**config.mk**
```make
export PLATFORM = sky130hd
export DESIGN_NAME = cache_bank
export DESIGN_NICKNAME = d
export VERILOG_FILES = /design/src/cache_bank_pkg.sv /design/src/cache_bank.sv /design/src/bank_pipe.sv /design/src/tag_data_store.sv /design/src/miss_resrv.sv /design/src/bank_fifo.sv
export SDC_FILE = /design/constraint.sdc
export NUM_CORES = 2
export LEC_CHECK = 0
export ABC_AREA = 1
export BUFFER_PORTS_ARGS = -buffer_cell sky130_fd_sc_hd__buf_2
export CAP_MARGIN = 0
export CORE_MARGIN = 5
export CORE_UTILIZATION = 45
export CTS_BUF_LIST = sky130_fd_sc_hd__clkbuf_4
export DETAILED_ROUTE_END_ITERATION = 6
export HOLD_SLACK_MARGIN = 0.02
export PLACE_DENSITY_LB_ADDON = 0.08
export SETUP_SLACK_MARGIN = 0.1
export SLEW_MARGIN = 40
export SYNTH_ARGS = -nofsm -noshare
export SYNTH_HDL_FRONTEND = slang
export SYNTH_HIERARCHICAL = 1
export SYNTH_SLANG_ARGS = --single-unit
```
**constraint.sdc**
```tcl
create_clock -name clk -period 11.3 [get_ports clk]
set_input_delay 0.565 -clock clk [delete_from_list [all_inputs] [get_ports clk]]
set_output_delay 0.565 -clock clk [all_outputs]
set_load 0.01 [all_outputs]
```
**src/cache_bank_pkg.sv**
```systemverilog
`default_nettype none

package cache_bank_pkg;

    localparam int WORD_BYTES = 4;
    localparam int LINE_WORDS = 4;

    localparam int WORD_OFFSET_BITS = $clog2(WORD_BYTES);
    localparam int LINE_OFFSET_BITS = $clog2(WORD_BYTES * LINE_WORDS);

    typedef logic [31:0]                                    addr_t;
    typedef logic [31-LINE_OFFSET_BITS:0]                   line_addr_t;
    typedef logic [LINE_OFFSET_BITS-WORD_OFFSET_BITS-1:0]   wsel_t;
    typedef logic [WORD_BYTES*8-1:0]                        word_t;
    // Word 0 sits in the low bits
    typedef logic [LINE_WORDS*WORD_BYTES*8-1:0]             line_t;
    typedef logic [7:0]                                     core_tag_t;

    typedef struct packed {
        addr_t     addr;
        core_tag_t tag;
    } core_req_t;

    typedef struct packed {
        core_tag_t tag;
        word_t     data;
    } core_rsp_t;

    typedef struct packed {
        line_addr_t addr;
        line_t      data;
    } fill_rsp_t;

    typedef struct packed {
        line_addr_t addr;
        wsel_t      wsel;
        core_tag_t  tag;
    } miss_entry_t;

    typedef struct packed {
        logic       valid;
        logic       is_fill;
        line_addr_t addr;
        wsel_t      wsel;
        core_tag_t  tag;
        line_t      data;
    } pipe_item_t;

endpackage

`default_nettype wire
```
**src/cache_bank.sv**
```systemverilog
`timescale 1ns/100ps
`default_nettype none

module cache_bank #(
    parameter int NUM_LINES   = 16,
    parameter int REQQ_DEPTH  = 4,
    parameter int FILLQ_DEPTH = 4,
    parameter int RSPQ_DEPTH  = 4,
    parameter int MRVQ_DEPTH  = 4
) (
    input  wire                             clk,
    input  wire                             rst,
    input  wire                             core_req_valid,
    input  wire cache_bank_pkg::core_req_t  core_req,
    output logic                            core_req_ready,
    output logic                            core_rsp_valid,
    output cache_bank_pkg::core_rsp_t       core_rsp,
    input  wire                             core_rsp_ready,
    output logic                            dram_fill_req_valid,
    output cache_bank_pkg::line_addr_t      dram_fill_req_addr,
    input  wire                             dram_fill_req_ready,
    input  wire                             dram_fill_rsp_valid,
    input  wire cache_bank_pkg::fill_rsp_t  dram_fill_rsp,
    output logic                            dram_fill_rsp_ready
);

    import cache_bank_pkg::*;

    logic       reqq_valid;
    core_req_t  reqq_data;
    logic       reqq_ready;

    logic       fillq_valid;
    fill_rsp_t  fillq_data;
    logic       fillq_ready;

    logic       rspq_valid;
    core_rsp_t  rspq_data;
    logic       rspq_ready;

    bank_fifo #(
        .DATA_T    (core_req_t),
        .DEPTH     (REQQ_DEPTH)
    ) req_queue (
        .clk       (clk),
        .rst       (rst),
        .in_valid  (core_req_valid),
        .in_data   (core_req),
        .in_ready  (core_req_ready),
        .out_valid (reqq_valid),
        .out_data  (reqq_data),
        .out_ready (reqq_ready)
    );

    bank_fifo #(
        .DATA_T    (fill_rsp_t),
        .DEPTH     (FILLQ_DEPTH)
    ) fill_queue (
        .clk       (clk),
        .rst       (rst),
        .in_valid  (dram_fill_rsp_valid),
        .in_data   (dram_fill_rsp),
        .in_ready  (dram_fill_rsp_ready),
        .out_valid (fillq_valid),
        .out_data  (fillq_data),
        .out_ready (fillq_ready)
    );

    bank_pipe #(
        .NUM_LINES           (NUM_LINES),
        .MRVQ_DEPTH          (MRVQ_DEPTH)
    ) pipe (
        .clk                 (clk),
        .rst                 (rst),
        .req_valid           (reqq_valid),
        .req                 (reqq_data),
        .req_ready           (reqq_ready),
        .fill_valid          (fillq_valid),
        .fill                (fillq_data),
        .fill_ready          (fillq_ready),
        .rsp_valid           (rspq_valid),
        .rsp                 (rspq_data),
        .rsp_ready           (rspq_ready),
        .dram_fill_req_valid (dram_fill_req_valid),
        .dram_fill_req_addr  (dram_fill_req_addr),
        .dram_fill_req_ready (dram_fill_req_ready)
    );

    // Hits drain to the core through here
    bank_fifo #(
        .DATA_T    (core_rsp_t),
        .DEPTH     (RSPQ_DEPTH)
    ) rsp_queue (
        .clk       (clk),
        .rst       (rst),
        .in_valid  (rspq_valid),
        .in_data   (rspq_data),
        .in_ready  (rspq_ready),
        .out_valid (core_rsp_valid),
        .out_data  (core_rsp),
        .out_ready (core_rsp_ready)
    );

endmodule

`default_nettype wire

```
**src/bank_pipe.sv**
```systemverilog
`timescale 1ns/100ps
`default_nettype none

module bank_pipe #(
    parameter int NUM_LINES  = 16,
    parameter int MRVQ_DEPTH = 4
) (
    input  wire                             clk,
    input  wire                             rst,
    input  wire                             req_valid,
    input  wire cache_bank_pkg::core_req_t  req,
    output logic                            req_ready,
    input  wire                             fill_valid,
    input  wire cache_bank_pkg::fill_rsp_t  fill,
    output logic                            fill_ready,
    output logic                            rsp_valid,
    output cache_bank_pkg::core_rsp_t       rsp,
    input  wire                             rsp_ready,
    output logic                            dram_fill_req_valid,
    output cache_bank_pkg::line_addr_t      dram_fill_req_addr,
    input  wire                             dram_fill_req_ready
);

    import cache_bank_pkg::*;

    pipe_item_t     sel;
    pipe_item_t     s1;
    pipe_item_t     s2;
    logic           hit_s1;
    word_t          word_s1;
    logic           hit_s2;
    word_t          word_s2;

    logic           stall;
    logic           fill_in_pipe;
    logic           miss_s2;
    logic           miss_add;
    miss_entry_t    miss_entry;
    logic           mrvq_full;
    logic           mrvq_almost_full;
    logic           replay_valid;
    miss_entry_t    replay_entry;
    logic           fill_bcast;

    // Stage 0 priority is replay, then fill, then core request
    assign fill_in_pipe = (s1.valid && s1.is_fill) || (s2.valid && s2.is_fill);
    assign fill_ready   = !replay_valid && !stall;
    assign req_ready    = !replay_valid && !fill_valid && !mrvq_almost_full
                       && !fill_in_pipe && !stall;

    always_comb begin
        sel = '0;
        if (replay_valid && !stall) begin
            sel.valid = 1'b1;
            sel.addr  = replay_entry.addr;
            sel.wsel  = replay_entry.wsel;
            sel.tag   = replay_entry.tag;
        end else if (fill_valid && fill_ready) begin
            sel.valid   = 1'b1;
            sel.is_fill = 1'b1;
            sel.addr    = fill.addr;
            sel.data    = fill.data;
        end else if (req_valid && req_ready) begin
            sel.valid = 1'b1;
            sel.addr  = req.addr[31:LINE_OFFSET_BITS];
            sel.wsel  = req.addr[LINE_OFFSET_BITS-1:WORD_OFFSET_BITS];
            sel.tag   = req.tag;
        end
    end

    tag_data_store #(
        .NUM_LINES   (NUM_LINES)
    ) store (
        .clk         (clk),
        .rst         (rst),
        .lookup_addr (s1.addr),
        .lookup_wsel (s1.wsel),
        .hit         (hit_s1),
        .read_word   (word_s1),
        .fill_write  (s1.valid && s1.is_fill),
        .fill_data   (s1.data)
    );

    always_ff @(posedge clk) begin
        if (rst) begin
            s1.valid   <= 1'b0;
            s1.is_fill <= 1'b0;
            s2.valid   <= 1'b0;
            s2.is_fill <= 1'b0;
        end else if (!stall) begin
            s1      <= sel;
            s2      <= s1;
            hit_s2  <= hit_s1;
            word_s2 <= word_s1;
        end
    end

    // Stage 2 routing
    assign miss_s2    = s2.valid && !s2.is_fill && !hit_s2;
    assign rsp_valid  = s2.valid && !s2.is_fill && hit_s2;
    assign rsp.tag    = s2.tag;
    assign rsp.data   = word_s2;
    assign fill_bcast = s2.valid && s2.is_fill;

    assign dram_fill_req_valid = miss_s2 && !mrvq_full;
    assign dram_fill_req_addr  = s2.addr;
    assign miss_add            = dram_fill_req_valid && dram_fill_req_ready;

    assign miss_entry.addr = s2.addr;
    assign miss_entry.wsel = s2.wsel;
    assign miss_entry.tag  = s2.tag;

    assign stall = (rsp_valid && !rsp_ready)
                || (miss_s2 && (mrvq_full || !dram_fill_req_ready));

    miss_resrv #(
        .MRVQ_DEPTH   (MRVQ_DEPTH)
    ) mrvq (
        .clk          (clk),
        .rst          (rst),
        .add          (miss_add),
        .add_entry    (miss_entry),
        .full         (mrvq_full),
        .almost_full  (mrvq_almost_full),
        .fill         (fill_bcast),
        .fill_addr    (s2.addr),
        .replay_valid (replay_valid),
        .replay_entry (replay_entry),
        .replay_ready (!stall)
    );

    // A fill request waiting on DRAM keeps its line address
    fill_req_held: assert property (@(posedge clk) disable iff (rst)
        dram_fill_req_valid && !dram_fill_req_ready
        |=> dram_fill_req_valid && $stable(dram_fill_req_addr));

endmodule

`default_nettype wire

```
**src/tag_data_store.sv**
```systemverilog
`timescale 1ns/100ps
`default_nettype none

module tag_data_store #(
    parameter int NUM_LINES = 16
) (
    input  wire                             clk,
    input  wire                             rst,
    input  wire cache_bank_pkg::line_addr_t lookup_addr,
    input  wire cache_bank_pkg::wsel_t      lookup_wsel,
    output logic                            hit,
    output cache_bank_pkg::word_t           read_word,
    input  wire                             fill_write,
    input  wire cache_bank_pkg::line_t      fill_data
);

    import cache_bank_pkg::*;

    // NUM_LINES must be a power of two, two or more
    localparam int INDEX_W = $clog2(NUM_LINES);
    localparam int TAG_W   = $bits(line_addr_t) - INDEX_W;

    typedef logic [INDEX_W-1:0] index_t;
    typedef logic [TAG_W-1:0]   line_tag_t;

    line_tag_t              tag_arr  [NUM_LINES];
    line_t                  data_arr [NUM_LINES];
    logic [NUM_LINES-1:0]   valid_arr;

    index_t                 idx;
    line_tag_t              lookup_tag;
    line_t                  line_rd;

    assign idx        = lookup_addr[INDEX_W-1:0];
    assign lookup_tag = lookup_addr[$bits(line_addr_t)-1:INDEX_W];
    assign line_rd    = data_arr[idx];

    // Reads see the array before this cycle's fill write
    assign hit       = valid_arr[idx] && (tag_arr[idx] == lookup_tag);
    assign read_word = line_rd[lookup_wsel*$bits(word_t) +: $bits(word_t)];

    always_ff @(posedge clk) begin
        if (rst) begin
            valid_arr <= '0;
        end else if (fill_write) begin
            valid_arr[idx] <= 1'b1;
        end
    end

    always_ff @(posedge clk) begin
        if (fill_write) begin
            tag_arr[idx]  <= lookup_tag;
            data_arr[idx] <= fill_data;
        end
    end

endmodule

`default_nettype wire

```
**src/miss_resrv.sv**
```systemverilog
`timescale 1ns/100ps
`default_nettype none

module miss_resrv #(
    parameter int MRVQ_DEPTH = 4
) (
    input  wire                              clk,
    input  wire                              rst,
    input  wire                              add,
    input  wire cache_bank_pkg::miss_entry_t add_entry,
    output logic                             full,
    output logic                             almost_full,
    input  wire                              fill,
    input  wire cache_bank_pkg::line_addr_t  fill_addr,
    output logic                             replay_valid,
    output cache_bank_pkg::miss_entry_t      replay_entry,
    input  wire                              replay_ready
);

    import cache_bank_pkg::*;

    localparam int IDX_W = (MRVQ_DEPTH > 1) ? $clog2(MRVQ_DEPTH) : 1;
    localparam int CNT_W = $clog2(MRVQ_DEPTH + 1);

    miss_entry_t            entries [MRVQ_DEPTH];
    logic [MRVQ_DEPTH-1:0]  valid_q;
    logic [MRVQ_DEPTH-1:0]  ready_q;
    logic [IDX_W-1:0]       add_idx;
    logic [IDX_W-1:0]       replay_idx;
    logic [CNT_W-1:0]       free_cnt;

    // Lowest free slot and number of free slots
    always_comb begin
        add_idx  = '0;
        free_cnt = '0;
        for (int i = MRVQ_DEPTH - 1; i >= 0; i--) begin
            if (!valid_q[i]) begin
                add_idx  = IDX_W'(i);
                free_cnt = free_cnt + 1'b1;
            end
        end
    end

    // Lowest ready entry goes back to the pipeline first
    always_comb begin
        replay_valid = 1'b0;
        replay_idx   = '0;
        for (int i = MRVQ_DEPTH - 1; i >= 0; i--) begin
            if (valid_q[i] && ready_q[i]) begin
                replay_valid = 1'b1;
                replay_idx   = IDX_W'(i);
            end
        end
    end

    assign replay_entry = entries[replay_idx];
    assign full         = &valid_q;
    // Counts this cycle's add as already taken
    assign almost_full  = (int'(free_cnt) - int'(add)) <= 1;

    always_ff @(posedge clk) begin
        if (rst) begin
            valid_q <= '0;
            ready_q <= '0;
        end else begin
            for (int i = 0; i < MRVQ_DEPTH; i++) begin
                if (fill && valid_q[i] && (entries[i].addr == fill_addr)) begin
                    ready_q[i] <= 1'b1;
                end
            end
            if (replay_valid && replay_ready) begin
                valid_q[replay_idx] <= 1'b0;
            end
            if (add) begin
                valid_q[add_idx] <= 1'b1;
                // Fill broadcast in the same cycle already covers this line
                ready_q[add_idx] <= fill && (add_entry.addr == fill_addr);
            end
        end
    end

    always_ff @(posedge clk) begin
        if (add) begin
            entries[add_idx] <= add_entry;
        end
    end

    no_add_when_full: assert property (@(posedge clk) disable iff (rst) add |-> !full);

endmodule

`default_nettype wire

```
**src/bank_fifo.sv**
```systemverilog
`timescale 1ns/100ps
`default_nettype none

module bank_fifo #(
    parameter type DATA_T = logic,
    parameter int  DEPTH  = 4
) (
    input  wire        clk,
    input  wire        rst,
    input  wire        in_valid,
    input  wire DATA_T in_data,
    output logic       in_ready,
    output logic       out_valid,
    output DATA_T      out_data,
    input  wire        out_ready
);

    localparam int PTR_W = (DEPTH > 1) ? $clog2(DEPTH) : 1;
    localparam int CNT_W = $clog2(DEPTH + 1);

    DATA_T             mem [DEPTH];
    logic [PTR_W-1:0]  rd_ptr;
    logic [PTR_W-1:0]  wr_ptr;
    logic [CNT_W-1:0]  count;
    logic              push;
    logic              pop;

    assign in_ready  = (count != CNT_W'(DEPTH));
    assign out_valid = (count != '0);
    assign out_data  = mem[rd_ptr];

    assign push = in_valid && in_ready;
    assign pop  = out_valid && out_ready;

    always_ff @(posedge clk) begin
        if (rst) begin
            rd_ptr <= '0;
            wr_ptr <= '0;
            count  <= '0;
        end else begin
            if (push) begin
                wr_ptr <= (wr_ptr == PTR_W'(DEPTH - 1)) ? '0 : wr_ptr + 1'b1;
            end
            if (pop) begin
                rd_ptr <= (rd_ptr == PTR_W'(DEPTH - 1)) ? '0 : rd_ptr + 1'b1;
            end
            if (push && !pop) begin
                count <= count + 1'b1;
            end else if (pop && !push) begin
                count <= count - 1'b1;
            end
        end
    end

    // Storage
    always_ff @(posedge clk) begin
        if (push) begin
            mem[wr_ptr] <= in_data;
        end
    end

    count_in_range: assert property (@(posedge clk) disable iff (rst) count <= CNT_W'(DEPTH));

    // Head entry holds still until it is taken
    out_stable: assert property (@(posedge clk) disable iff (rst)
        out_valid && !out_ready |=> out_valid && $stable(out_data));

endmodule

`default_nettype wire

```
Word-level counts from Yosys, hierarchy flattened
Memory sizes are Yosys's and may differ from the RTL's. A register that Yosys moved wholly into a read port is not among the register bits.
Index checks and enable logic that the tools add are counted.
{"block": "classes", "n_bitwise": 7, "shifts": 1, "magnitude_cmp": 7, "n_eq_ne": 14, "n_mux": 76, "add_sub_neg": 16, "reduce_logical": 71}
{"op": "128-bit by 8-bit variable part select with 32-bit output", "count": 1}
{"op": "28-bit equality test", "count": 4}
{"op": "38-bit 2-to-1 mux", "count": 2}
{"op": "1-bit logical AND", "count": 43}
{"op": "2-bit 2-to-1 mux", "count": 20}
{"op": "1-bit 2-to-1 mux", "count": 32}
{"op": "28-bit 2-to-1 mux", "count": 1}
{"op": "3-bit 2-to-1 mux", "count": 9}
{"op": "24-bit equality test", "count": 1}
{"op": "4-bit 2-to-1 mux", "count": 6}
{"op": "3-bit by 1-bit adder with 3-bit output (second input constant)", "count": 6}
{"op": "1-bit zero test", "count": 16}
{"op": "16-bit bitwise OR", "count": 1}
{"op": "2-bit by 1-bit adder with 2-bit output (second input constant)", "count": 6}
{"op": "2-bit equality test (second input constant)", "count": 6}
{"op": "10-bit 2-to-1 mux", "count": 1}
{"op": "3-bit inequality test (second input constant)", "count": 3}
{"op": "3-bit nonzero test", "count": 3}
{"op": "3-bit by 1-bit subtractor with 3-bit output (second input constant)", "count": 3}
{"op": "2-bit by 3-bit < comparator with 1-bit output (second input constant)", "count": 2}
{"op": "2-bit nonzero test", "count": 3}
{"op": "4-bit by 5-bit < comparator with 1-bit output (second input constant)", "count": 1}
{"op": "4-bit bitwise AND", "count": 1}
{"op": "1-bit binary-select mux with 4-bit select", "count": 1}
{"op": "other kinds (14)", "count": 20}
{"block": "word_totals", "mem_bits_rw": 3528, "mem_count": 6, "ff_bits": 286, "output_inout_bits": 72, "wordCells": 223, "input_bits": 202}
{"name": "pipe.store.data_arr", "words": 16, "width": 128, "rd": 1, "rd_ports_with_merged_regs": 1, "write_ports": 1, "line": "tag_data_store.sv:27", "rtl": "line_t data_arr [NUM_LINES];"}
{"name": "fill_queue.mem", "words": 4, "width": 156, "rd": 1, "rd_ports_with_merged_regs": 1, "write_ports": 1, "line": "bank_fifo.sv:21", "rtl": "DATA_T mem [DEPTH];"}
{"name": "pipe.store.tag_arr", "words": 16, "width": 24, "rd": 1, "rd_ports_with_merged_regs": 1, "write_ports": 1, "line": "tag_data_store.sv:26", "rtl": "line_tag_t tag_arr [NUM_LINES];"}
{"name": "req_queue.mem", "words": 4, "width": 40, "rd": 1, "rd_ports_with_merged_regs": 1, "write_ports": 1, "line": "bank_fifo.sv:21"}
{"name": "rsp_queue.mem", "words": 4, "width": 40, "rd": 1, "rd_ports_with_merged_regs": 1, "write_ports": 1, "line": "bank_fifo.sv:21"}
{"name": "pipe.mrvq.entries", "words": 4, "width": 38, "rd": 5, "rd_ports_with_merged_regs": 0, "write_ports": 1, "line": "miss_resrv.sv:25", "rtl": "miss_entry_t entries [MRVQ_DEPTH];"}

Depth between registers and ports, before layout
{"block": "depth", "depth_word": 18, "ltp_mapped": 23}

Modules after synthesis
Netlist, hierarchy kept.
{"module": "tag_data_store", "seq_area_each_um2": 73350.3, "n_inst": 1, "area_each_um2": 92103.3, "cells_per_inst": 6178}
{"module": "bank_fifo (fill_queue)", "seq_area_each_um2": 18918.1, "n_inst": 1, "area_each_um2": 23580.1, "cells_per_inst": 1578}
{"module": "bank_fifo (req_queue ...)", "seq_area_each_um2": 4984.8, "n_inst": 2, "area_each_um2": 6546.3, "cells_per_inst": 456}
{"module": "bank_pipe", "seq_area_each_um2": 7196.9, "n_inst": 1, "area_each_um2": 9581.7, "cells_per_inst": 756}
{"module": "miss_resrv", "seq_area_each_um2": 4724.5, "n_inst": 1, "area_each_um2": 8718.4, "cells_per_inst": 1027}

Worst setup path before layout
OpenSTA, ideal clock, no wires.
{"block": "synth_timing", "kind": "reg2reg", "from": "register pipe.mrvq.valid_q[2]", "to": "register pipe.s2, in the netlist pipe/dram_fill_req_addr[0], enable pin", "path_stages_with_launch": 8, "setup_ns": 0.839, "slack_ns": -0.374, "arrival_ns": 10.835, "path_buffers": 0, "period_less_slack_ns": 11.674, "cell_sequence": "dfxtp_1 > ha_1 > and3_1 > inv_1 > nand2_1 > nand4_1 > nand2_2 > nor2_1"}
{"block": "synth_via", "elab_chain_len": 6}
{"item": "start, declared", "line": "miss_resrv.sv:26", "rtl": "logic [MRVQ_DEPTH-1:0] valid_q;"}
{"item": "start signal, assigned", "line": "miss_resrv.sv:63", "rtl": "valid_q <= '0;"}
{"item": "start signal, assigned by index", "line": "miss_resrv.sv:72", "rtl": "valid_q[replay_idx] <= 1'b0;"}
{"item": "start signal, assigned by index", "line": "miss_resrv.sv:75", "rtl": "valid_q[add_idx] <= 1'b1;"}
{"item": "4-bit AND reduction", "line": "miss_resrv.sv:57", "rtl": "assign full = &valid_q;"}
{"item": "via pipe.mrvq_full", "line": "bank_pipe.sv:39", "rtl": "logic mrvq_full;"}
{"item": "1-bit logical OR", "line": "bank_pipe.sv:114", "rtl": "|| (miss_s2 && (mrvq_full || !dram_fill_req_ready));"}
{"item": "1-bit logical AND", "line": "bank_pipe.sv:114"}
{"item": "1-bit logical OR", "line": "bank_pipe.sv:114"}
{"item": "1-bit inverter (no source line)"}
{"item": "2-bit AND reduction (no source line)"}
{"item": "end, declared", "line": "bank_pipe.sv:28", "rtl": "pipe_item_t s2;"}
The timed path passes the listed nets, and every way through them passes these cells.
A chain may end at the register's enable or synchronous reset.

==> results.py <==
metrics = {
    "run_status": {
        "outcome": "finished, final reports clean",
    },
    "critical_path": {
        "worstRegToRegCells": 12,
        "arrival_ns": 6.48,
        "critPathKind": "reg -> reg",
        "crit_required_ns": 12.71,
        "r2r_slack_ns": 6.23,
        "r2r_end": "pipe/word_s2[0]$_DFFE_PP_",
        "timing.rr.start": "pipe/s1[139]$_DFFE_PP_",
        "cp-end-kind": "flip-flop",
        "start_kind": "flip-flop",
        "worstPathMaxFanout": 75,
    },
    "timing": {
        "hold_viol": 0,
        "setup_viol": 0,
        "clock.fmax_mhz": 197,
        "fin_skew_ns": 0.0917,
        "grt_setup_unrepaired": "false",
        "setup_ws_ns": 6.23,
        "period_share_pct": 44.9,
        "worstMarginPinSlew_ns": 0.894,
        "tns_ns": 0,
        "maxSlewHeadroom_pct": 40.4,
        "maxSlewViolCount": 0,
        "min_period_ns": 5.07,
    },
    "power": {
        "power_leakage_uw": 0.0591,
        "powerDensity_nw_per_um2": 254,
        "irDropWorstVdd_v": 0.000166,
    },
    "clocking": {
        "clock_latency_ns": 1.65,
        "cts_buffer_depth": 4,
        "cts_max_level": 6,
        "numCtsBuffers": 950,
        "cts_tree": "built",
        "clk_pin_slew_ns": 0.07,
        "cts_root_buf": "clkbuf_4",
        "clkSinkCount": 3812,
    },
    "placement": {
        "place_ws_ns": 6.27,
        "portBuffers": 271,
        "gp_congestion": 0.835,
        "dpl.hpwl_um": 240000,
    },
    "route": {
        "first_pass_iters": 6,
        "drc_errors": 0,
        "routed_via_density": 5.55,
        "post_drt_wl_per_cell_um": 26.1,
        "drt_iter0_markers": 8735,
        "dr_total_vias": 92800,
        "ant_nets": 0,
        "wirelength_um": 437000,
    },
    "global_routing": {
        "grt_max_degree": 161,
        "met2_usage_pct": 38.6,
        "grt_use_met1_pct": 36.5,
        "overflow": 0,
        "top_usage_layer": "met2",
        "grt_pass1_vias": 90600,
        "grt_util_met3_pct": 5.48,
        "antenna_found_initial": 84,
        "grt_pass1_wl_um": 624000,
        "grt_util_all_layers_pct": 25.1,
    },
    "layout": {
        "final_common_cell": "edfxtp_1",
        "num-fill-cells": 27600,
        "layout-drive-gt1-share_pct": 17.1,
        "final_cell_mix": "edfxtp_1 (3757), nand2_1 (2042), clkbuf_4 (1416), a22oi_1 (829), nor2_1 (741)",
        "seqCellArea_um2": 114000,
        "syn_to_final_growth_pct": 15.3,
        "multi_input_area_um2": 28100,
        "nets": 11900,
    },
    "hold_path": {
        "holdPathEnd": "fill_queue/mem[3][52]$_DFFE_PP_",
        "min-delay-start": "dram_fill_rsp[52]",
        "hold_path_class": "in -> reg",
        "hold_depth": 3,
    },
    "floorplan": {
        "placementRows": 209,
        "design.core.area_um2": 325000,
        "initial_core_util_pct": 45.2,
        "fp.dieW_um": 581,
        "die_h_um": 581,
        "die_area_um2": 338000,
        "ioPinCount": 274,
    },
    "synth": {
        "synth_area_um2": 147000,
        "syn_nets": 10700,
        "ys_warn_count": 6,
        "syn_area_per_cell_um2": 14.1,
        "syn_inst": 10400,
    },
    "job": {
        "maxCapViolCount": 0,
    },
}
[layer usage]
metal,part of all wire [%],vias to the layer above
li1,-,41700
met1,44,46700
met2,46,3765
met3,8.7,596
met4,1.8,62
met5,0.097,-
[repair_timing]
| action | 4_1_cts | 5_1_grt |
|---|---|---|
| setup endpoints to repair | 0 | 0 |
| resized for setup | 0 | 0 |
| hold buffers | 400 | 0 |
| hold endpoints to repair | 1244 | 0 |
| buffers inserted | 0 | 0 |
[how the worst max path moves through the flow]
stage	cells after the start	end	slack (ns)	from
2_1_floorplan	5	pipe/store/data_arr[10][0]$_DFFE_PP_	3.04	pipe/s1[140]$_DFFE_PP_
3_3_place_gp	12	pipe/word_s2[0]$_DFFE_PP_	6.23	pipe/s1[139]$_DFFE_PP_
3_5_place_dp	12	pipe/word_s2[0]$_DFFE_PP_	6.27	pipe/s1[139]$_DFFE_PP_
4_1_cts	12	pipe/word_s2[0]$_DFFE_PP_	6.23	pipe/s1[139]$_DFFE_PP_
5_1_grt	12	pipe/word_s2[0]$_DFFE_PP_	6.02	pipe/s1[139]$_DFFE_PP_
6_report	12	pipe/word_s2[0]$_DFFE_PP_	6.23	pipe/s1[139]$_DFFE_PP_
[sequential cells by signal (all words and copies together), names as in the netlist, 16 cells and up, named ones only]
name and cells:
rsp_queue/mem 160, fill_queue/mem 624, pipe/word_s2 32, pipe/store/tag_arr 384
pipe/mrvq/entries 152, pipe/dram_fill_req_addr 28, pipe/store/valid_arr 16, pipe/s1 168
req_queue/mem 152, pipe/store/data_arr 2048
[per-stage QoR]
step / area (um^2) / utilization (%) / hold slack, ns / instances / total power, uW
after floorplan: 147000 / - / 0.400 / 10400 / 26200
after global placement: 152000 / 46.8 / 0.401 / 14600 / 31200
after detailed placement: 153000 / 47.1 / 0.406 / 14600 / 31500
after CTS: 169000 / 52.0 / 0.0301 / 16700 / 43200
after global routing: 169000 / 52.1 / 0.206 / 16700 / 45100
final: 169000 / 52.1 / 0.280 / 16700 / 42900
[worst max-delay path, cell delays in order, from the launching register on]
cell and delay (ns):
edfxtp_1 0.32, buf_4 0.43, buf_4 0.61, nand2_1 0.29, inv_8 0.48, buf_4 0.62
buf_4 0.60, a22oi_1 0.21, a21oi_1 0.19, nor3_1 0.08, nand2_1 0.06, nand3_1 0.55
nand2_1 0.21
[final cells by class]
| cell class | count | area share (%) |
|---|---|---|
| antenna | 48 | 0.0710 |
| clock buffer | 1416 | 6.28 |
| clock inverter | 237 | 0.916 |
| inverter | 392 | 0.918 |
| multi-input combinational | 5601 | 16.6 |
| sequential | 3812 | 67.3 |
| tap | 4325 | 3.20 |
| timing repair buffer | 892 | 4.64 |
[report_power, final]
group / internal, uW / switching (uW)
Sequential: 17900 / 1370
Clock: 6110 / 5410
Combinational: 3070 / 9030
Power figures use the tool's default switching activity.
